## src/source/muldiv_pkg.sv

```systemverilog
package muldiv_pkg;

    // ========================================
    // command word
    // ========================================

    localparam int cmd_data_width = 32;  // operand width carried in the command

    typedef enum logic [2:0] {
        op_none  = 3'd0,
        op_mult  = 3'd1,
        op_multu = 3'd2,
        op_div   = 3'd3,
        op_divu  = 3'd4,
        op_mthi  = 3'd5,
        op_mtlo  = 3'd6
    } muldiv_op_e;

    typedef struct packed {
        muldiv_op_e                op;
        logic                      is_signed;  // mult or div, signed flavour
        logic                      is_div;     // starts the serial divider
        logic [cmd_data_width-1:0] a;          // rs operand
        logic [cmd_data_width-1:0] b;          // rt operand
    } muldiv_cmd_t;

    // ========================================
    // instruction encoding
    // ========================================

    // all hi/lo writers sit under the special opcode
    localparam logic [5:0] opcode_special = 6'd0;

    // func bit that marks the hi/lo group
    localparam int func_group_bit = 4;

    // func[4:3] values inside the group
    localparam logic [1:0] func_arith_group = 2'd3;  // mult, multu, div, divu
    localparam logic [1:0] func_move_group  = 2'd2;  // mthi, mtlo

    // func[1:0] values inside the move group
    localparam logic [1:0] func_move_hi = 2'd1;
    localparam logic [1:0] func_move_lo = 2'd3;

endpackage
```

## src/source/muldiv_decode.sv

```systemverilog
module muldiv_decode (
    input  logic [5:0]                           opcode,
    input  logic [5:0]                           func,
    input  logic [muldiv_pkg::cmd_data_width-1:0] op1,
    input  logic [muldiv_pkg::cmd_data_width-1:0] op2,
    input  logic                                 issue,
    input  logic                                 busy,
    output muldiv_pkg::muldiv_cmd_t              cmd
);
    import muldiv_pkg::*;

    logic       in_group;
    logic [1:0] group;
    logic [1:0] sel;

    assign in_group = issue && !busy && (opcode == opcode_special) && func[func_group_bit];
    assign group    = func[4:3];
    assign sel      = func[1:0];

    always_comb begin
        cmd           = '0;
        cmd.op        = op_none;
        cmd.a         = op1;  // operands pass through untouched
        cmd.b         = op2;

        if (in_group) begin
            if (group == func_arith_group) begin
                // func[1] picks divide, func[0] picks unsigned
                unique case (sel)
                    2'd0:    cmd.op = op_mult;
                    2'd1:    cmd.op = op_multu;
                    2'd2:    cmd.op = op_div;
                    default: cmd.op = op_divu;
                endcase
                cmd.is_signed = !sel[0];
                cmd.is_div    = sel[1];
            end else if (group == func_move_group) begin
                if (sel == func_move_hi) begin
                    cmd.op = op_mthi;
                end else if (sel == func_move_lo) begin
                    cmd.op = op_mtlo;
                end
            end
        end
    end

endmodule

```

## config.mk

```make
export PLATFORM = sky130hd
export DESIGN_NAME = muldiv_decode
export DESIGN_NICKNAME = d
export VERILOG_FILES = /design/src/source/muldiv_pkg.sv /design/src/source/muldiv_decode.sv
export SDC_FILE = /design/constraint.sdc
export NUM_CORES = 1
export LEC_CHECK = 0
export ABC_AREA = 1
export BUFFER_PORTS_ARGS = -buffer_cell sky130_fd_sc_hd__clkbuf_2
export CAP_MARGIN = 40
export CORE_MARGIN = 10
export CORE_UTILIZATION = 25
export DETAILED_ROUTE_END_ITERATION = 8
export PLACE_DENSITY = 0.88
export SYNTH_ARGS = -nofsm -noshare
export SYNTH_HDL_FRONTEND = slang
export SYNTH_SLANG_ARGS = --single-unit
```

## constraint.sdc

```tcl
create_clock -name vclk -period 1.3
set_input_delay 0.325 -clock vclk [all_inputs]
set_output_delay 0.325 -clock vclk [all_outputs]
set_load 0.01 [all_outputs]
```

==> impl_metrics.tcl <==
set metrics [dict create \
    outcome "finished with violations" \
    violations "setup timing" \
    diodes 0 \
    dp_hpwl_um 1140 \
    fmax_mhz 710 \
    crit_fanout 4 \
    num_vias 361 \
    core_area_sq_um 2710 \
    layout_setup_ws_ns -0.109 \
    ys_seq_area_frac 0 \
    dpl-instance-area_sq_um 359 \
    max_stage_delay_ns 0.14 \
    crit_family "buffers and inverters" \
    drt_first_iter_violations 11 \
    die_h_um 72.9 \
    viasPerCell 3.97 \
    overflow 0 \
    whs_path_depth 0 \
    post-cts-setup-buffers 0 \
    whs_ns 0.650 \
    p_leak_nw 0.248 \
    path_depth 8 \
    critPathKind "in -> out" \
    period_needed_ns 1.41 \
    max_slew_margin 0.921 \
    maxCapViolCount 0 \
    dieArea_sq_um 5320 \
    start_util 0.259 \
    setup_violations 5 \
    crit_slowest_cell "clkbuf_16" \
    syn_inst 105 \
    end_kind "primary output" \
    required_ns 0.98 \
    num_rows 19 \
    hold_path_class "in -> out" \
    worst_pin_slew_ns 0.118 \
    wire_per_inst_um 15.6 \
    syn_nets 188 \
    finalHoldViolCount 0 \
    fin_crit_sh 1.08 \
    grt_pass1_vias 390 \
    synth_top_area_frac 0.686 \
    synthTopCellsByCount "64 x buf_4, 11 x inv_1, 8 x nand2_1, 8 x nor2_1, 5 x ha_1" \
    grt_pass1_wl_um 1970 \
    power_frac_seq 0 \
    synth.most_common_cell "buf_4" \
    nFlopsAndLatches 0 \
    seq_area_sq_um 0 \
    p_int_mw 0.0570 \
    critical_path.cell_chain "clkbuf_16, buf_6, ha_4, inv_2, nor2_2, nor2_1, nor2_1, buf_2" \
    switching_power_mw 0.0484 \
    synthDistinctLibCells 11 \
    grt_max_degree 6 \
    die_x_um 72.9 \
    drive_gt1_frac 0.683 \
    ant_nets 0 \
    multi_input_area_sq_um 248 \
    cpMostUsedCell "nor2_1" \
    syn_avg_cell_area_sq_um 6.67 \
    cp-start-kind "input port" \
    grt.total_usage 0.0455 \
    power_frac_comb 1.000 \
    place_ws_ns -0.182 \
    wl_um 1420 \
    p_per_area_nw_per_um2 209 \
    fin_area_sq_um 503 \
    irDropWorstVdd_mv 0.0683 \
    clockPowerShare 0 \
    nClkBuffers 0 \
    nNetsFinal 145 \
    cp_data_arrival_time_ns 1.08 \
    syn_area_sq_um 701 \
    yosysWarnings 0 \
    area_growth_pct -28.2 \
    swShare 0.459 \
    grt_setup_unrepaired "true" \
    slew_violations 0 \
    numPortBuffers 17 \
    io_pins 147 \
    worst-path-buf-inv 4 \
    gp_congestion 0.653 \
    whs_endpoint "cmd[10]" \
    antenna_found_initial 0 \
    min_from "op2[10]" \
    nFillCells 320 \
    synth.area.top_cells "buf_4 69%, ha_1 8.9%, inv_1 5.9%, nand2_1 4.3%, nor2_1 4.3%" \
    drc 0 \
    synth_area_leader_cell "buf_4" \
    firstDrtPassIters 4 \
]
-- through the flow --
step	TNS [ns]	std cells	utilization	power (mW)
6_report	-0.329	91	0.186	0.105
5_1_grt	-0.569	91	0.186	0.116
2_1_floorplan	0	105	-	0.232
3_3_place_gp	-0.534	91	0.133	0.0599
4_1_cts	-0.397	91	0.175	0.0942
3_5_place_dp	-0.552	91	0.133	0.0616
-- cells by family after synthesis --
family,count (synthesis),synth area share
fa+ha+maj,5,0.0893
compound gates,1,0.0107
simple gates,23,0.150
buf+inv,76,0.750
-- power by group through the flow --
stage	combinational, mW	clock (mW)	sequential (mW)
floorplan	0.232	0	0
finish	0.105	0	0
global route	0.116	0	0
global placement	0.0599	0	0
CTS	0.0942	0	0
detailed placement	0.0616	0	0
-- how the worst max path moves through the flow --
stage / from / end / slack [ns]
3_5_place_dp: func[0] / cmd[67] / -0.18
2_1_floorplan: func[0] / cmd[67] / 0.05
3_3_place_gp: func[0] / cmd[67] / -0.19
4_1_cts: func[0] / cmd[66] / -0.11
5_1_grt: func[0] / cmd[68] / -0.14
6_report: func[0] / cmd[68] / -0.11
-- cells in the final DEF (no fill, tap or decap), drive strengths merged --
cell and n:
nand3 3, inv 12, ha 5, buf 8, clkbuf 11, nor2 11, o21a 1, nand2 9
-- final cells by class --
type	count	share of cell area
Inverter	12	0.119
Tap cell	31	0.0771
Multi-Input combinational cell	29	0.493
Timing Repair Buffer	19	0.311
-- metal layers --
layer / share of wire / wire length [um] / up-vias / GRT usage
met5: 0 / 0 / - / 0
met4: 0.14 / 199 / 0 / 0.0781
met3: 0.17 / 242 / 36 / 0.0218
met2: 0.47 / 661 / 27 / 0.0771
met1: 0.22 / 315 / 143 / 0.0253
li1: - / - / 155 / -
-- timing repair --
item	CTS	global route
gates cloned	0	0
hold buffers	0	0
pin swaps	7	2
endpoints found under the setup margin	5	5
gates resized for setup	24	15
hold endpoints to repair	0	0
Power figures use the tool's default switching activity.
