--- src/source/serial_divider.sv ---
module serial_divider #(
    parameter int data_width = 32
) (
    input  logic                  clk,
    input  logic                  reset,
    input  logic                  start,
    input  logic                  is_signed,
    input  logic [data_width-1:0] dividend,
    input  logic [data_width-1:0] divisor,
    output logic                  busy,
    output logic                  done,
    output logic [data_width-1:0] quotient,
    output logic [data_width-1:0] remainder
);

    localparam int count_width = $clog2(data_width + 1);

    logic [count_width-1:0] count;     // iterations done so far
    logic                   fixup;     // last cycle, signs applied

    logic [data_width-1:0]  quo;       // dividend shifts out, quotient shifts in
    logic [data_width-1:0]  rem;       // partial remainder
    logic [data_width-1:0]  div_mag;   // divisor magnitude
    logic                   q_neg;
    logic                   r_neg;

    logic                   dvd_neg;
    logic                   dvs_neg;
    logic [data_width-1:0]  dvd_abs;
    logic [data_width-1:0]  dvs_abs;

    logic [data_width:0]    shifted;
    logic [data_width:0]    trial;

    // ========================================
    // operand magnitudes at start
    // ========================================

    assign dvd_neg = is_signed && dividend[data_width-1];
    assign dvs_neg = is_signed && divisor[data_width-1];
    assign dvd_abs = dvd_neg ? -dividend : dividend;
    assign dvs_abs = dvs_neg ? -divisor : divisor;

    // ========================================
    // one restoring step
    // ========================================

    assign shifted = {rem, quo[data_width-1]};
    assign trial   = shifted - {1'b0, div_mag};

    // ========================================
    // control
    // ========================================

    always_ff @(posedge clk) begin
        if (reset) begin
            busy  <= 1'b0;
            count <= '0;
        end else if (!busy) begin
            if (start) begin
                busy  <= 1'b1;
                count <= '0;
            end
        end else if (fixup) begin
            busy <= 1'b0;  // results taken at this edge
        end else begin
            count <= count + count_width'(1);
        end
    end

    assign fixup = busy && (count == count_width'(data_width));
    assign done  = fixup;

    // ========================================
    // datapath
    // ========================================

    always_ff @(posedge clk) begin
        if (!busy && start) begin
            quo     <= dvd_abs;
            rem     <= '0;
            div_mag <= dvs_abs;
            // a zero divisor keeps the all-ones quotient unsigned
            q_neg   <= (dvd_neg != dvs_neg) && (divisor != '0);
            r_neg   <= dvd_neg;
        end else if (busy && !fixup) begin
            if (!trial[data_width]) begin
                rem <= trial[data_width-1:0];
                quo <= {quo[data_width-2:0], 1'b1};
            end else begin
                rem <= shifted[data_width-1:0];
                quo <= {quo[data_width-2:0], 1'b0};
            end
        end
    end

    // sign fix-up, sampled by the hi/lo file on done
    assign quotient  = q_neg ? -quo : quo;
    assign remainder = r_neg ? -rem : rem;

endmodule

--- config.mk ---
export PLATFORM = sky130hd
export DESIGN_NAME = serial_divider
export DESIGN_NICKNAME = d
export VERILOG_FILES = /design/src/source/serial_divider.sv
export SDC_FILE = /design/constraint.sdc
export NUM_CORES = 1
export LEC_CHECK = 0
export ABC_CLOCK_PERIOD_IN_PS = 3690
export BUFFER_PORTS_ARGS = -buffer_cell sky130_fd_sc_hd__buf_4
export CAP_MARGIN = 10
export CORE_AREA = 5 5 165 167
export DETAILED_ROUTE_END_ITERATION = 8
export DIE_AREA = 0 0 170 172
export PLACE_DENSITY = 0.58
export SYNTH_ARGS = -nofsm -noshare
export SYNTH_HDL_FRONTEND = slang
export SYNTH_SLANG_ARGS = --single-unit
--- constraint.sdc ---
create_clock -name clk -period 3.69 [get_ports clk]
set_clock_uncertainty 0.2 [all_clocks]
set_input_delay 0.369 -clock clk [delete_from_list [all_inputs] [get_ports clk]]
set_output_delay 0.369 -clock clk [all_outputs]
set_load 0.02 [all_outputs]
==> results of run 1 <==
per-stage QoR:
stage	worst slack, ns	power [W]	cell area [sq um]	utilization (%)	hold WS (ns)
floorplan	0.1746	0.002386	8498	-	0.2381
CTS	-0.3715	0.003914	10420	40.69	0.01747
finish	-0.3317	0.003891	10460	40.84	0.02903
detailed placement	0.02353	0.002960	10070	39.30	0.2936
global route	-0.4295	0.004134	10460	40.84	0.02081
global placement	0.008195	0.002949	10070	39.30	0.2870
how the worst min path moves through the flow:
stage                                      from                    end  cells past startpoint  slack (ns)
after floorplan                           reset  count[1]$_SDFFE_PP0P_                      1        0.24
after global placement    count[1]$_SDFFE_PP0P_  count[1]$_SDFFE_PP0P_                      2        0.29
after detailed placement  count[1]$_SDFFE_PP0P_  count[1]$_SDFFE_PP0P_                      2        0.29
after CTS                            divisor[0]   div_mag[0]$_DFFE_PP_                      1        0.02
after global routing                 divisor[0]   div_mag[0]$_DFFE_PP_                      1        0.02
final                                divisor[0]   div_mag[0]$_DFFE_PP_                      1        0.03
registers in the layout, indices dropped and copies added, names as in the netlist:
| signal | cells |
|---|---|
| busy | 1 |
| r_neg | 1 |
| rem | 32 |
| quo | 32 |
| count | 6 |
| div_mag | 32 |
| q_neg | 1 |
cells by family after synthesis:
| logic type | count (synthesis) | synth area share [%] |
|---|---|---|
| xor+xnor | 143 | 14.74 |
| buf+inv | 109 | 4.903 |
| fa+ha+maj | 39 | 5.830 |
| flops | 105 | 32.51 |
| simple gates | 365 | 21.11 |
| mux | 3 | 0.3534 |
| compound gates | 278 | 20.55 |
power breakdown:
group / switching, W / internal (W) / total (W)
logic: 0.000830 / 0.000652 / 0.00148
clock network: 0.000462 / 0.000467 / 0.000928
registers: 0.000104 / 0.00138 / 0.00148
critical path: stages, from the launching register on:
cell	delay, ns
edfxtp_1	0.44
nor4_4	0.33
nand4b_1	0.18
or3_4	0.37
or3_4	0.34
or4_4	0.42
or4_4	0.47
o41ai_4	0.23
xnor2_1	0.16
buf_4	0.16
cell type report:
cell class / instances / area (sq um)
clock buffers: 10 / 229.0
clock inverters: 6 / 47.55
fillers: 2614 / 15150
inverters: 59 / 221.5
multi-input cells: 828 / 5458
flip-flops and latches: 105 / 2763
well taps: 335 / 419.2
repair buffers: 173 / 1324
cell usage in the layout, fill, tap and decap left out, types with 7 or more instances in the layout:
master | synthesis | layout
o211ai_1 | 7 | 7
and2_1 | 7 | 7
xnor2_1 | 105 | 105
nor2_1 | 64 | 63
nor4_1 | 14 | 12
a21oi_1 | 74 | 74
o21ai_0 | 86 | 85
a21o_1 | 12 | 12
buf_4 | 2 | 171
o41ai_1 | 11 | 11
xor2_1 | 38 | 37
nand3b_1 | 10 | 10
dfxtp_1 | 39 | 39
a32oi_1 | 9 | 9
nand2_1 | 122 | 121
edfxtp_1 | 66 | 66
o31ai_1 | 25 | 23
o21a_1 | 7 | 7
nor3_1 | 21 | 19
or4_4 | 2 | 8
clkbuf_16 | 0 | 9
nand3_1 | 67 | 67
nand2b_1 | 12 | 12
ha_1 | 38 | 38
inv_1 | 58 | 58
repair_timing:
action,in CTS,in global routing
setup endpoints to repair,10,17
buffers inserted,1,0
resized for setup,14,7
hold buffers,0,0
pin swaps,3,2
layer usage:
layer / up-vias / track usage [%] / wire length, um
met5: - / 0 / 0
met2: 229 / 24.46 / 10030
met1: 3630 / 22.93 / 11550
met3: 14 / 3.727 / 1782
met4: 0 / 3.090 / 223
li1: 4041 / - / -
==> impl_metrics.yaml, run 1 <==
cts:
  worstSkewPairLatency_ns: 0.35
  cts_max_path_buffers: 2
  tritoncts: "built"
  cts_buffers: 9
  path_clk_slew_ns: 0.08
  cts_root_buf: "clkbuf_16"
  cts.sinks: 105
  htreeDepth: 3
synthesis:
  synthTopCellsByArea: "edfxtp_1 23%, xnor2_1 11%, dfxtp_1 9.2%"
  syn_area_sq_um: 8498
  synth-seq-area-share_pct: 32.51
  synth_common_cells: "122 x nand2_1, 105 x xnor2_1, 86 x o21ai_0"
  yosysWarningCount: 0
  synth_edf_count: 66
  synth-seq-cells: 105
  syn_nets: 1149
  yosys.area.top_type: "edfxtp_1"
  ys_async_sr_fraction_pct: 0
  synth_top_area_share_pct: 23.32
  synth_cells: 1042
  ys.flop_type: "edfxtp_1"
  avgSynthCellArea_sq_um: 8.156
  yosysUniqueCellTypes: 64
  synthMostInstantiatedCell: "nand2_1"
timing:
  min_period_over_period_pct: 109.0
  worstMarginPinSlew_ns: 1.092
  finalHoldViolations: 0
  rsz0062_at_grt: "yes"
  fin_setup_tns_ns: -0.9398
  slew_viol_final: 0
  max_freq_ghz: 0.2487
  relSlewSlack_pct: 27.19
  setup_slack_ns: -0.3317
  finalCriticalPeriod_ns: 4.022
  setup-violations-final: 4
critical_path:
  worstSetupStartpoint: "quo[5]$_DFFE_PP_"
  critPathRequiredTime_ns: 3.12
  critPathLaunchType: "register"
  cp_max_fo: 3
  rr_startpoint: "quo[31]$_DFFE_PP_"
  path_class: "reg -> out"
  critPathArrivalTime_ns: 3.45
  timing.rr.end: "rem[2]$_SDFFE_PP0P_"
  worst-r2r-setup-slack_ns: 0.34
  crit_end: "quotient[29]"
  reg2reg_depth: 13
  critPathCaptureType: "primary output"
place:
  port_buffers: 133
  dp_cells: 1499
  gp_congestion: 0.9122
  dp_hpwl_um: 18610
power:
  p_per_area_nw_per_um2: 371.9
  leakagePower_nw: 4.278
  peakVddDrop_mv: 0.2034
run_status:
  violations: "setup timing"
  outcome: "finished with violations"
run:
  maxCapViolations: 0
detailed_routing:
  routedWlPerCell_um: 15.56
  ant_nets: 0
  drt-initial-drc-count: 533
  postRouteWirelength_um: 23590
  dr.pass1.iters: 4
  viasPerCell: 5.220
  vias: 7914
  drc: 0
grt:
  grt.total_usage_pct: 15.88
  grt_max_degree: 63
  grt_pass1_wl_um: 37980
  grt_pass1_vias: 7382
  antenna_found_initial: 0
  overflow: 0
floorplanning:
  die_x_um: 170
  dieArea_sq_um: 29240
  initial_utilization_pct: 33.18
  io_pins: 134
  num_rows: 59
  core_sq_um: 25620
  die_h_um: 172
cells_and_area:
  fin_cells: 1516
  synthToLayoutAreaGrowth_pct: 23.10
  nets: 1283
  antennaDiodeCount: 0
  drive_above_1_share_pct: 18.54
hold_path:
  hp-class: "in -> reg"
No activity file was read; power rests on OpenSTA's default activity.
==> run 2, diff against run 1 <==
--- a/config.mk
+++ b/config.mk
@@ -11,7 +11,9 @@
 export CORE_AREA = 5 5 165 167
 export DETAILED_ROUTE_END_ITERATION = 8
 export DIE_AREA = 0 0 170 172
+export HOLD_SLACK_MARGIN = 0.06
 export PLACE_DENSITY = 0.58
+export SKIP_LAST_GASP = 1
 export SYNTH_ARGS = -nofsm -noshare
 export SYNTH_HDL_FRONTEND = slang
 export SYNTH_SLANG_ARGS = --single-unit
==> run 2 against run 1 <==
The flow still finishes with violations (setup timing). Sequential share of layout area down 0.050 points. Die area stayed put. Sequential cell count did not move. Combinational power barely moved. Total power up 0.14%. Cell area is 0.19% higher. Global-route usage about the same. Via count is 0.13% higher. Largest cell class unchanged. Largest power group unchanged. Highest routed layer unchanged.
==> impl_metrics.yaml, run 2 (synthesized netlist as in run 1, its figures left out) <==
critical_path:
  critPathRequiredTime_ns: 3.12
  critPathBufInv: 1
  cp_max_fo: 3
  max_stage_delay_ns: 0.47
  critical-path-top-delay-family: "simple AND/OR/NAND/NOR gates"
  cp_slowest_cell: "or4_4"
  critPathCaptureType: "primary output"
  worst-r2r-setup-slack_ns: 0.36
  critPathArrivalTime_ns: 3.45
  crit_chain: "nor4_4 -> nand4b_1 -> or3_4 -> or3_4 -> or4_4 -> or4_4 -> o41ai_4 -> xnor2_1 -> buf_4"
  timing.rr.end: "rem[2]$_SDFFE_PP0P_"
  rr_startpoint: "quo[31]$_DFFE_PP_"
  reg2reg_depth: 13
  critPathLaunchType: "register"
  path_class: "reg -> out"
cts:
  cts_buffers: 9
  path_clk_slew_ns: 0.08
  cts_root_buf: "clkbuf_16"
  worstSkewPairLatency_ns: 0.35
  cts.sinks: 105
  htreeDepth: 3
  tritoncts: "built"
  cts_max_path_buffers: 2
cells_and_area:
  nFillCells: 2611
  drive_above_1_share_pct: 18.51
  nets: 1285
  fin_area_sq_um: 10480
  multi_input_area_sq_um: 5458
  final_util_pct: 40.92
  layout_common_cells: "171 x buf_4, 121 x nand2_1, 105 x xnor2_1"
  largestRegisters: "div_mag (32), quo (32), rem (32)"
  synthToLayoutAreaGrowth_pct: 23.34
  register_area_sq_um: 2763
  antennaDiodeCount: 0
  final_common_cell: "buf_4"
  fin_cells: 1518
place:
  gp_congestion: 0.9122
  port_buffers: 133
  dp_cells: 1499
  place_area_sq_um: 10070
  dp_hpwl_um: 18610
timing:
  finalCriticalPeriod_ns: 4.021
  slew_viol_final: 0
  worstMarginPinSlew_ns: 1.118
  setup-violations-final: 4
  min_period_over_period_pct: 109.0
  relSlewSlack_pct: 25.47
  max_freq_ghz: 0.2487
  finalHoldViolations: 0
  rsz0062_at_grt: "yes"
  setup_slack_ns: -0.3308
grt:
  grt_pass1_wl_um: 38000
  overflow: 0
  grt_pass1_vias: 7391
  grt.total_usage_pct: 15.89
  antenna_found_initial: 0
  grt.busiest_layer: "met2"
  grtUsageMet3_pct: 3.727
  grt_max_degree: 63
  met2_usage_pct: 24.50
  use_met1_pct: 22.93
floorplanning:
  initial_utilization_pct: 33.18
  io_pins: 134
  dieArea_sq_um: 29240
  die_h_um: 172
  die_x_um: 170
  core_sq_um: 25620
  num_rows: 59
power:
  peakVddDrop_mv: 0.2022
  p_per_area_nw_per_um2: 371.7
  leakagePower_nw: 4.286
run_status:
  outcome: "finished with violations"
  violations: "setup timing"
detailed_routing:
  ant_nets: 0
  routedWlPerCell_um: 15.57
  postRouteWirelength_um: 23630
  vias: 7924
  drt-initial-drc-count: 508
  dr.pass1.iters: 4
  viasPerCell: 5.220
  drc: 0
hold_path:
  min_to: "div_mag[19]$_DFFE_PP_"
  hp-class: "in -> reg"
  min_from: "divisor[19]"
  min_path_cells: 2
run:
  maxCapViolations: 0
[run 2: worst register-to-register path, delay by kind of cell, from the launching register on]
kind            cells  cell delay, ns
xor+xnor            1            0.18
buf+inv             4            0.61
fa+ha+maj           2            0.60
simple gates        1            0.18
flops               1            0.42
compound gates      5            1.06
[run 2: power by group]
part | internal, W | total (W) | switching, W
sequential | 0.00138 | 0.00148 | 0.000104
combinational | 0.000653 | 0.00148 | 0.000831
clock | 0.000467 | 0.000932 | 0.000465
total | 0.00250 | 0.00390 | 0.00140
[run 2: worst max-delay path by stage]
| stage | startpoint | end | slack, ns | cells past startpoint |
|---|---|---|---|---|
| after floorplan | quo[5]$_DFFE_PP_ | quotient[29] | 0.17 | 8 |
| after global placement | quo[5]$_DFFE_PP_ | quotient[29] | 0.008 | 9 |
| after detailed placement | quo[5]$_DFFE_PP_ | quotient[29] | 0.02 | 9 |
| after CTS | quo[5]$_DFFE_PP_ | quotient[29] | -0.37 | 9 |
| after global routing | quo[5]$_DFFE_PP_ | quotient[29] | -0.43 | 9 |
| final | quo[5]$_DFFE_PP_ | quotient[29] | -0.33 | 9 |
[run 2: area by class of cell]
| type | instances | share of cell area, % |
|---|---|---|
| Clock buffer | 10 | 2.185 |
| Clock inverter | 6 | 0.4536 |
| Inverter | 59 | 2.113 |
| Multi-Input combinational cell | 828 | 52.07 |
| Sequential cell | 105 | 26.36 |
| Tap cell | 335 | 3.999 |
| Timing Repair Buffer | 175 | 12.82 |
[run 2: per-layer routing]
layer  up-vias  wire [um]
li1       4046          -
met4         0        223
met1      3669      11690
met5         -          0
met3        15       1580
met2       194      10140
[run 2: repair_timing]
item	in CTS	in global routing
endpoints found under the setup margin	10	17
hold buffers	2	0
buffers inserted	1	0
pin swaps	3	2
hold endpoints to repair	8	0
gates resized for setup	13	8
[run 2: per-stage QoR]
step | hold slack [ns] | setup TNS (ns) | total power, W | worst slack, ns
after detailed placement | 0.2936 | 0 | 0.002960 | 0.02353
final | 0.1225 | -0.9333 | 0.003896 | -0.3308
after global routing | 0.1204 | -1.911 | 0.004135 | -0.4295
after CTS | 0.1122 | -1.106 | 0.003915 | -0.3715
after global placement | 0.2870 | 0 | 0.002949 | 0.008195
after floorplan | 0.2381 | 0 | 0.002386 | 0.1746
